===== config.mk =====
export PLATFORM = sky130hd
export DESIGN_NAME = dmaController
export DESIGN_NICKNAME = d
export VERILOG_FILES = /design/src/logic/dmaPkg.sv /design/src/logic/dmaInterfaces.sv /design/src/logic/hostRegisterPort.sv /design/src/logic/channelCounterBank.sv /design/src/logic/transferSequencer.sv /design/src/logic/dmaController.sv
export VERILOG_INCLUDE_DIRS = /design/src /design/src/logic
export SDC_FILE = /design/constraint.sdc
export NUM_CORES = 1
export LEC_CHECK = 0
export BUFFER_PORTS_ARGS = -buffer_cell sky130_fd_sc_hd__buf_2
export CORE_MARGIN = 5
export CORE_UTILIZATION = 65
export DETAILED_ROUTE_END_ITERATION = 8
export MAX_ROUTING_LAYER = met4
export PLACE_DENSITY = 0.85
export SETUP_SLACK_MARGIN = 0.05
export SYNTH_ARGS = -nofsm -noshare
export SYNTH_HDL_FRONTEND = slang
export SYNTH_SLANG_ARGS = --single-unit

===== constraint.sdc =====
create_clock -name dma_if -period 17.1 [get_ports dma_if]
set_clock_uncertainty 0.2 [all_clocks]
set_input_delay 5.13 -clock dma_if [delete_from_list [all_inputs] [get_ports dma_if]]
set_output_delay 5.13 -clock dma_if [all_outputs]
set_load 0.005 [all_outputs]

===== src/logic/dma_macros.svh =====
// Register map and sizes for a four-channel DMA whose counters are two bytes wide
`ifndef DMA_MACROS_SVH
`define DMA_MACROS_SVH

// Sizes
`define DMA_CHANNELS 4
`define DMA_ADDR_WIDTH 16
`define DMA_COUNT_WIDTH 16
`define DMA_CREDIT_DEPTH 4

// Counter offsets, channel n sits at 2n and 2n+1
`define DMA_REG_ADDR_BASE 4'd0
`define DMA_REG_COUNT_BASE 4'd1

// Control and status offsets
`define DMA_REG_STATUS 4'd8
`define DMA_REG_REQUEST 4'd9
`define DMA_REG_SINGLE_MASK 4'd10
`define DMA_REG_MODE 4'd11
`define DMA_REG_CLEAR_FF 4'd12
`define DMA_REG_MASTER_CLEAR 4'd13
`define DMA_REG_CLEAR_MASK 4'd14
`define DMA_REG_ALL_MASK 4'd15

// Mode byte fields
`define DMA_MODE_AUTOINIT 4
`define DMA_MODE_DOWN 5

`endif


===== src/logic/dmaPkg.sv =====
// Shared DMA types; their widths come from dma_macros.svh and the channel count must be a power of two
`include "dma_macros.svh"

package dmaPkg;

  // Channel selection
  typedef logic [$clog2(`DMA_CHANNELS)-1:0] channel_t;
  typedef logic [`DMA_CHANNELS-1:0] channelMask_t;

  // CPU side
  typedef logic [7:0] regByte_t;
  typedef logic [3:0] regAddr_t;

  // Counter words
  typedef logic [`DMA_ADDR_WIDTH-1:0] addrWord_t;
  typedef logic [`DMA_COUNT_WIDTH-1:0] countWord_t;

endpackage


===== src/logic/dmaInterfaces.sv =====
// Internal DMA buses; they hold no clock and no logic, so every register sits in the attached modules

// CPU byte loads and master clear into one counter bank
interface counterLoadIf;
  import dmaPkg::*;

  logic load;
  logic clear;
  channel_t channel;
  logic highByte;
  regByte_t data;

  modport host (output load, clear, channel, highByte, data);
  modport bank (input load, clear, channel, highByte, data);
endinterface

// Transfer steps into one counter bank
interface counterStepIf #(
  parameter type counterWord_t = dmaPkg::addrWord_t
);
  import dmaPkg::*;

  logic step;
  channel_t channel;
  logic down;
  logic terminal;
  logic autoInit;
  // Current value of the named channel, combinational
  counterWord_t current;

  modport sequencer (output step, channel, down, terminal, autoInit, input current);
  modport bank (input step, channel, down, terminal, autoInit, output current);
endinterface

// Per-channel settings to the sequencer and TC events back to the host
interface channelControlIf;
  import dmaPkg::*;

  channelMask_t mask;
  channelMask_t softRequest;
  channelMask_t autoInit;
  channelMask_t down;
  logic tcEvent;
  channel_t tcChannel;

  modport host (
    output mask, softRequest, autoInit, down,
    input tcEvent, tcChannel
  );
  modport sequencer (
    input mask, softRequest, autoInit, down,
    output tcEvent, tcChannel
  );
endinterface


===== src/logic/hostRegisterPort.sv =====
// CPU register port; mode bits 7:6 and 3:2 are ignored and reads of write-only offsets return zero
`include "dma_macros.svh"

module hostRegisterPort (
  input  logic dma_if,
  input  logic rst,
  input  logic cs,
  input  logic wr,
  input  logic rd,
  input  dmaPkg::regAddr_t regAddr,
  input  dmaPkg::regByte_t wrData,
  output dmaPkg::regByte_t rdData,
  input  dmaPkg::channelMask_t dreq,
  counterLoadIf.host addrLoad,
  counterLoadIf.host countLoad,
  input  dmaPkg::addrWord_t addrCurrents [`DMA_CHANNELS],
  input  dmaPkg::countWord_t countCurrents [`DMA_CHANNELS],
  channelControlIf.host ctrl
);
  import dmaPkg::*;

  logic writeEn;
  logic readEn;
  logic counterOffset;
  logic isCountReg;
  logic masterClear;
  logic bytePtr;
  channel_t regChannel;
  channel_t dataChannel;
  channelMask_t maskReg;
  channelMask_t softReqReg;
  channelMask_t autoInitReg;
  channelMask_t downReg;
  channelMask_t tcStatus;
  regByte_t statusByte;
  regByte_t counterByte;

  // Access decode
  assign writeEn = cs && wr;
  assign readEn = cs && rd;
  assign counterOffset = regAddr < `DMA_REG_STATUS;
  assign isCountReg = {3'b000, regAddr[0]} == `DMA_REG_COUNT_BASE;
  assign masterClear = writeEn && (regAddr == `DMA_REG_MASTER_CLEAR);
  assign regChannel = regAddr[2:1];
  assign dataChannel = wrData[1:0];

  // Byte loads into both banks
  assign addrLoad.load = writeEn && counterOffset && ({3'b000, regAddr[0]} == `DMA_REG_ADDR_BASE);
  assign addrLoad.clear = masterClear;
  assign addrLoad.channel = regChannel;
  assign addrLoad.highByte = bytePtr;
  assign addrLoad.data = wrData;

  assign countLoad.load = writeEn && counterOffset && isCountReg;
  assign countLoad.clear = masterClear;
  assign countLoad.channel = regChannel;
  assign countLoad.highByte = bytePtr;
  assign countLoad.data = wrData;

  // Low byte first, any counter access flips the pointer
  always_ff @(posedge dma_if)
  begin
    if (rst || masterClear || (writeEn && regAddr == `DMA_REG_CLEAR_FF))
      bytePtr <= 1'b0;
    else if (cs && (wr || rd) && counterOffset)
      bytePtr <= !bytePtr;
  end

  // Mode survives master clear
  always_ff @(posedge dma_if)
  begin
    if (rst)
    begin
      autoInitReg <= '0;
      downReg <= '0;
    end
    else if (writeEn && regAddr == `DMA_REG_MODE)
    begin
      autoInitReg[dataChannel] <= wrData[`DMA_MODE_AUTOINIT];
      downReg[dataChannel] <= wrData[`DMA_MODE_DOWN];
    end
  end

  always_ff @(posedge dma_if)
  begin
    if (rst || masterClear)
    begin
      maskReg <= '1;
      softReqReg <= '0;
      tcStatus <= '0;
    end
    else
    begin
      if (writeEn)
      begin
        case (regAddr)
          `DMA_REG_REQUEST: softReqReg[dataChannel] <= wrData[2];
          `DMA_REG_SINGLE_MASK: maskReg[dataChannel] <= wrData[2];
          `DMA_REG_ALL_MASK: maskReg <= wrData[3:0];
          `DMA_REG_CLEAR_MASK: maskReg <= '0;
          default: ;
        endcase
      end
      if (readEn && regAddr == `DMA_REG_STATUS)
        tcStatus <= '0;
      // TC comes last so a finished channel is never lost to a same-cycle access
      if (ctrl.tcEvent)
      begin
        tcStatus[ctrl.tcChannel] <= 1'b1;
        softReqReg[ctrl.tcChannel] <= 1'b0;
        if (!autoInitReg[ctrl.tcChannel])
          maskReg[ctrl.tcChannel] <= 1'b1;
      end
    end
  end

  // Read data
  assign statusByte = {dreq | softReqReg, tcStatus};

  always_comb
  begin
    if (isCountReg)
      counterByte = bytePtr ? countCurrents[regChannel][15:8] : countCurrents[regChannel][7:0];
    else
      counterByte = bytePtr ? addrCurrents[regChannel][15:8] : addrCurrents[regChannel][7:0];
  end

  always_ff @(posedge dma_if)
  begin
    if (rst || masterClear)
      rdData <= '0;
    else if (readEn)
    begin
      if (counterOffset)
        rdData <= counterByte;
      else if (regAddr == `DMA_REG_STATUS)
        rdData <= statusByte;
      else
        rdData <= '0;
    end
  end

  // Master clear blocks grants in its own cycle, so no step meets the clear
  assign ctrl.mask = maskReg | {`DMA_CHANNELS{masterClear}};
  assign ctrl.softRequest = softReqReg;
  assign ctrl.autoInit = autoInitReg;
  assign ctrl.down = downReg;

  loadExclusive: assert property (@(posedge dma_if) disable iff (rst)
    !(addrLoad.load && countLoad.load))
    else $error("address and count banks loaded in the same cycle");

endmodule


===== src/logic/channelCounterBank.sv =====
// Base and current counters per channel; counter words must be exactly two bytes wide
`include "dma_macros.svh"

module channelCounterBank #(
  parameter type counterWord_t = dmaPkg::addrWord_t
) (
  input  logic dma_if,
  input  logic rst,
  counterLoadIf.bank load,
  counterStepIf.bank step,
  output counterWord_t currents [`DMA_CHANNELS]
);
  import dmaPkg::*;

  counterWord_t baseReg [`DMA_CHANNELS];
  counterWord_t currentReg [`DMA_CHANNELS];

  always_ff @(posedge dma_if)
  begin
    if (rst || load.clear)
    begin
      for (int i = 0; i < `DMA_CHANNELS; i++)
      begin
        baseReg[i] <= '0;
        currentReg[i] <= '0;
      end
    end
    else
    begin
      for (int i = 0; i < `DMA_CHANNELS; i++)
      begin
        // CPU byte writes go to base and current alike
        if (load.load && load.channel == channel_t'(i))
        begin
          if (load.highByte)
          begin
            baseReg[i][15:8] <= load.data;
            currentReg[i][15:8] <= load.data;
          end
          else
          begin
            baseReg[i][7:0] <= load.data;
            currentReg[i][7:0] <= load.data;
          end
        end
        else if (step.step && step.channel == channel_t'(i))
        begin
          if (step.terminal)
            currentReg[i] <= step.autoInit ? baseReg[i] : '0;
          else if (step.down)
            currentReg[i] <= currentReg[i] - 1'b1;
          else
            currentReg[i] <= currentReg[i] + 1'b1;
        end
      end
    end
  end

  assign step.current = currentReg[step.channel];
  assign currents = currentReg;

  // Host masks grants during a master clear
  stepNotInClear: assert property (@(posedge dma_if) disable iff (rst)
    !(step.step && load.clear))
    else $error("counter step during master clear");

endmodule


===== src/logic/transferSequencer.sv =====
// Fixed-priority grant with credit flow control; the receiver must return at most DMA_CREDIT_DEPTH credits
`include "dma_macros.svh"

module transferSequencer (
  input  logic dma_if,
  input  logic rst,
  input  dmaPkg::channelMask_t dreq,
  channelControlIf.sequencer ctrl,
  counterStepIf.sequencer addrStep,
  counterStepIf.sequencer countStep,
  output logic memValid,
  output dmaPkg::addrWord_t memAddr,
  output dmaPkg::channel_t memChannel,
  output logic memTc,
  input  logic memCredit
);
  import dmaPkg::*;

  localparam int CreditWidth = $clog2(`DMA_CREDIT_DEPTH + 1);

  channelMask_t request;
  channel_t winner;
  logic anyRequest;
  logic grant;
  logic terminal;
  logic [CreditWidth-1:0] creditCount;

  assign request = (dreq | ctrl.softRequest) & ~ctrl.mask;

  // Lowest index wins
  always_comb
  begin
    winner = '0;
    anyRequest = 1'b0;
    for (int i = `DMA_CHANNELS - 1; i >= 0; i--)
    begin
      if (request[i])
      begin
        winner = channel_t'(i);
        anyRequest = 1'b1;
      end
    end
  end

  assign grant = anyRequest && (creditCount != '0);
  // Count of N gives N+1 transfers
  assign terminal = countStep.current == '0;

  assign addrStep.step = grant;
  assign addrStep.channel = winner;
  assign addrStep.down = ctrl.down[winner];
  assign addrStep.terminal = terminal;
  assign addrStep.autoInit = ctrl.autoInit[winner];

  assign countStep.step = grant;
  assign countStep.channel = winner;
  assign countStep.down = 1'b1;
  assign countStep.terminal = terminal;
  assign countStep.autoInit = ctrl.autoInit[winner];

  // Host masks the channel at the same edge, so no extra grant follows TC
  assign ctrl.tcEvent = grant && terminal;
  assign ctrl.tcChannel = winner;

  // Credit falls with each grant and is returned by the receiver
  always_ff @(posedge dma_if)
  begin
    if (rst)
      creditCount <= CreditWidth'(`DMA_CREDIT_DEPTH);
    else
      creditCount <= creditCount - CreditWidth'(grant) + CreditWidth'(memCredit);
  end

  always_ff @(posedge dma_if)
  begin
    if (rst)
      memValid <= 1'b0;
    else
      memValid <= grant;
  end

  // Pre-step address of the granted channel
  always_ff @(posedge dma_if)
  begin
    memAddr <= addrStep.current;
    memChannel <= winner;
    memTc <= terminal;
  end

  creditBound: assert property (@(posedge dma_if) disable iff (rst)
    creditCount <= CreditWidth'(`DMA_CREDIT_DEPTH))
    else $error("receiver returned more credits than were issued");

  validNeedsCredit: assert property (@(posedge dma_if) disable iff (rst)
    memValid |-> $past(creditCount) != '0)
    else $error("memValid issued with no credit");

endmodule


===== src/logic/dmaController.sv =====
// Four-channel DMA top level with split CPU read and write data and a credit-based memory port
`include "dma_macros.svh"

module dmaController (
  input  logic dma_if,
  input  logic rst,
  input  logic cs,
  input  logic wr,
  input  logic rd,
  input  dmaPkg::regAddr_t regAddr,
  input  dmaPkg::regByte_t wrData,
  output dmaPkg::regByte_t rdData,
  input  dmaPkg::channelMask_t dreq,
  output logic memValid,
  output dmaPkg::addrWord_t memAddr,
  output dmaPkg::channel_t memChannel,
  output logic memTc,
  input  logic memCredit
);
  import dmaPkg::*;

  addrWord_t addrCurrents [`DMA_CHANNELS];
  countWord_t countCurrents [`DMA_CHANNELS];

  counterLoadIf addrLoadBus ();
  counterLoadIf countLoadBus ();
  counterStepIf #(.counterWord_t(addrWord_t)) addrStepBus ();
  counterStepIf #(.counterWord_t(countWord_t)) countStepBus ();
  channelControlIf ctrlBus ();

  hostRegisterPort hostPort (
    .dma_if(dma_if),
    .rst(rst),
    .cs(cs),
    .wr(wr),
    .rd(rd),
    .regAddr(regAddr),
    .wrData(wrData),
    .rdData(rdData),
    .dreq(dreq),
    .addrLoad(addrLoadBus.host),
    .countLoad(countLoadBus.host),
    .addrCurrents(addrCurrents),
    .countCurrents(countCurrents),
    .ctrl(ctrlBus.host)
  );

  // Address and count banks run side by side
  channelCounterBank #(.counterWord_t(addrWord_t)) addrBank (
    .dma_if(dma_if),
    .rst(rst),
    .load(addrLoadBus.bank),
    .step(addrStepBus.bank),
    .currents(addrCurrents)
  );

  channelCounterBank #(.counterWord_t(countWord_t)) countBank (
    .dma_if(dma_if),
    .rst(rst),
    .load(countLoadBus.bank),
    .step(countStepBus.bank),
    .currents(countCurrents)
  );

  transferSequencer sequencer (
    .dma_if(dma_if),
    .rst(rst),
    .dreq(dreq),
    .ctrl(ctrlBus.sequencer),
    .addrStep(addrStepBus.sequencer),
    .countStep(countStepBus.sequencer),
    .memValid(memValid),
    .memAddr(memAddr),
    .memChannel(memChannel),
    .memTc(memTc),
    .memCredit(memCredit)
  );

endmodule


==> flow_metrics.tcl <==
set metrics [dict create \
    status "finished, final reports clean" \
    post_cts_buffers 0 \
    grt_pass1_vias 16600 \
    syn_area_per_cell_um2 8.92 \
    synth_seq_area_share_pct 38.9 \
    ant_nets 0 \
    htreeDepth 2 \
    fill_cells 2272 \
    initialDrtViolationCount 2430 \
    drv_cap 0 \
    startpoint "regAddr[2]" \
    slew_viol_final 0 \
    vias_per_cell 7.10 \
    finalNetCount 2187 \
    wire_per_inst_um 24.6 \
    route.detailed.drc 0 \
    hp-class "register to register" \
    dpl.hpwl_um 40200 \
    slew_headroom_pct 16.2 \
    synthDistinctLibCells 78 \
    min_period_ns 11.02 \
    tns_ns 0 \
    syn-cell-area_um2 19100 \
    yosys_warnings 0 \
    port-buffer-count 49 \
    clk_path_buf_depth 3 \
    most-common-layout-cells "262 x nand2_1, 197 x nor2_1, 179 x dfxtp_1, 128 x edfxtp_1, 103 x o21ai_0" \
    regToRegStartpoint "hostPort.ctrl.softRequest[0]$_SDFF_PN0_" \
    ys_seq_elements 308 \
    p_per_area_nw_per_um2 94.4 \
    drive_gt1_share_pct 8.61 \
    syn_nets 2241 \
    whs_ns 0.265 \
    grt_max_degree 138 \
    setup_viol 0 \
    numCtsBuffers 35 \
    leakage_nw 8.18 \
    clockRootBuffer "clkbuf_16" \
    clk_pin_slew_ns 0.06 \
    path_max_fanout 64 \
    die_h_um 182 \
    grt.total_usage_pct 36.9 \
    gp_congestion 0.994 \
    cts_tree "built" \
    max_freq_mhz 90.8 \
    peakVddDrop_mv 0.0850 \
    timing.final.crit_share_pct 64.4 \
    cts_sinks 308 \
    required_ns 17.25 \
    firstDrtPassIters 7 \
    tightest_slew_ns 1.25 \
    num_rows 62 \
    antenna_found_initial 1 \
    ios 50 \
    hold_viol 0 \
    grt_setup_unrepaired "no" \
    start_kind "primary input" \
    die_width_um 182 \
    hp-start "hostPort.tcStatus[0]$_SDFF_PN0_" \
    syn_to_final_growth_pct 7.00 \
    drt-total-wl_um 61400 \
    postCtsHoldBufs 0 \
    initial_utilization_pct 66.3 \
    synth_ff_type "dfxtp_1" \
    fin_util_pct 70.9 \
    final_common_cell "nand2_1" \
    synthArstFlopShare_pct 0 \
    clk_latency_ns 0.52 \
    grt_pass1_wl_um 94500 \
    dieArea_um2 32900 \
    crit_arrival_ns 11.17 \
    p_total_mw 1.93 \
    worstSetupEndpointType "register" \
    diodes 0 \
    ctsResizeCount 0 \
    netlist_instances 2144 \
    coreArea_um2 28900 \
    crit_type "primary input to register" \
    grt.overflow.total 0 \
    via_count 17700 \
    synth-edff-count 128 \
]
==> final cells by class <==
| class | count | area [µm²] | area share (%) |
|---|---|---|---|
| Multi-Input combinational cell | 1648 | 10900 | 53.3 |
| Sequential cell | 308 | 7450 | 36.4 |
| Inverter | 30 | 118 | 0.575 |
| Tap cell | 384 | 480 | 2.35 |
| Timing Repair Buffer | 67 | 380 | 1.86 |
| Clock inverter | 14 | 174 | 0.850 |
| Clock buffer | 48 | 956 | 4.67 |
==> power by group <==
group	total, mW	internal, mW	leakage, nW	switching (mW)
Clock	0.759	0.452	0.552	0.306
Sequential	0.814	0.791	2.77	0.0229
Combinational	0.358	0.114	4.85	0.244
==> kinds of logic after synthesis <==
| group | count (synthesis) | synth area share [%] |
|---|---|---|
| muxes | 51 | 5.29 |
| adders and majority gates | 75 | 5.10 |
| buffers and inverters | 188 | 4.14 |
| xor gates and xnor gates | 103 | 4.72 |
| DFF | 308 | 38.9 |
| and+or+nand+nor | 848 | 21.4 |
| AOI/OAI and AO/OA | 571 | 20.4 |
==> through the flow <==
step                cell area, µm²  worst slack (ns)  cells
finish                       20500              6.08   2499
global route                 20500              5.86   2499
CTS                          20500              6.25   2499
detailed placement           19300              5.73   2437
global placement             19300              6.12   2437
floorplan                    19100              7.09   2144
==> cell usage after synthesis (all sizes together), types with 63 or more instances <==
master / count / share of area, %
nor3: 73 / 1.9
xnor2: 64 / 2.9
clkbuf: 106 / 2.1
nand2: 262 / 5.1
and2: 74 / 2.4
and3: 84 / 2.7
a21oi: 80 / 2.1
ha: 70 / 4.6
o21ai: 126 / 3.3
o211ai: 63 / 2.5
dfxtp: 180 / 19
nor2: 199 / 3.9
edfxtp: 128 / 20
==> registers in the layout, indices dropped and copies added (netlist names), 8 cells and up <==
signal	count
addrBank.baseReg	64
addrBank.currents	64
countBank.baseReg	64
countBank.currents	64
sequencer.memAddr	16
hostPort.rdData	8
==> routing by layer <==
layer	share of wire [%]	vias up	GRT usage, %	wire (µm)
met5	0	-	-	0
met4	8.1	0	23.9	4970
met3	11	323	7.32	6660
met2	45	1196	55.5	27400
met1	36	8308	45.5	22400
li1	-	7908	-	-
==> final timing paths <==
path | endpoint | slack [ns] | depth (start not counted)
setup / recovery | addrBank.currents[15]$_SDFFE_PN0P_ | 6.08 | 16
hold / removal | hostPort.rdData[0]$_SDFFE_PN0P_ | 0.26 | 2
hold reg to reg | hostPort.rdData[0]$_SDFFE_PN0P_ | 0.26 | 2
setup reg to reg | addrBank.currents[15]$_SDFFE_PN0P_ | 11.01 | 15
==> critical path, stage by stage <==
cell and delay (ns):
buf_2 0.73, nand4_1 0.40, o21ai_1 0.29, or2_1 0.67, a221o_1 0.77, inv_2 0.06
buf_4 0.39, ha_1 0.42, a211oi_1 0.32, nor2_1 0.10, a2111oi_0 0.75, o31ai_1 0.26
a31o_2 0.31, xnor2_1 0.12, a211oi_1 0.28, nor4_1 0.09
Note: power is estimated with default switching activity, not from simulation.
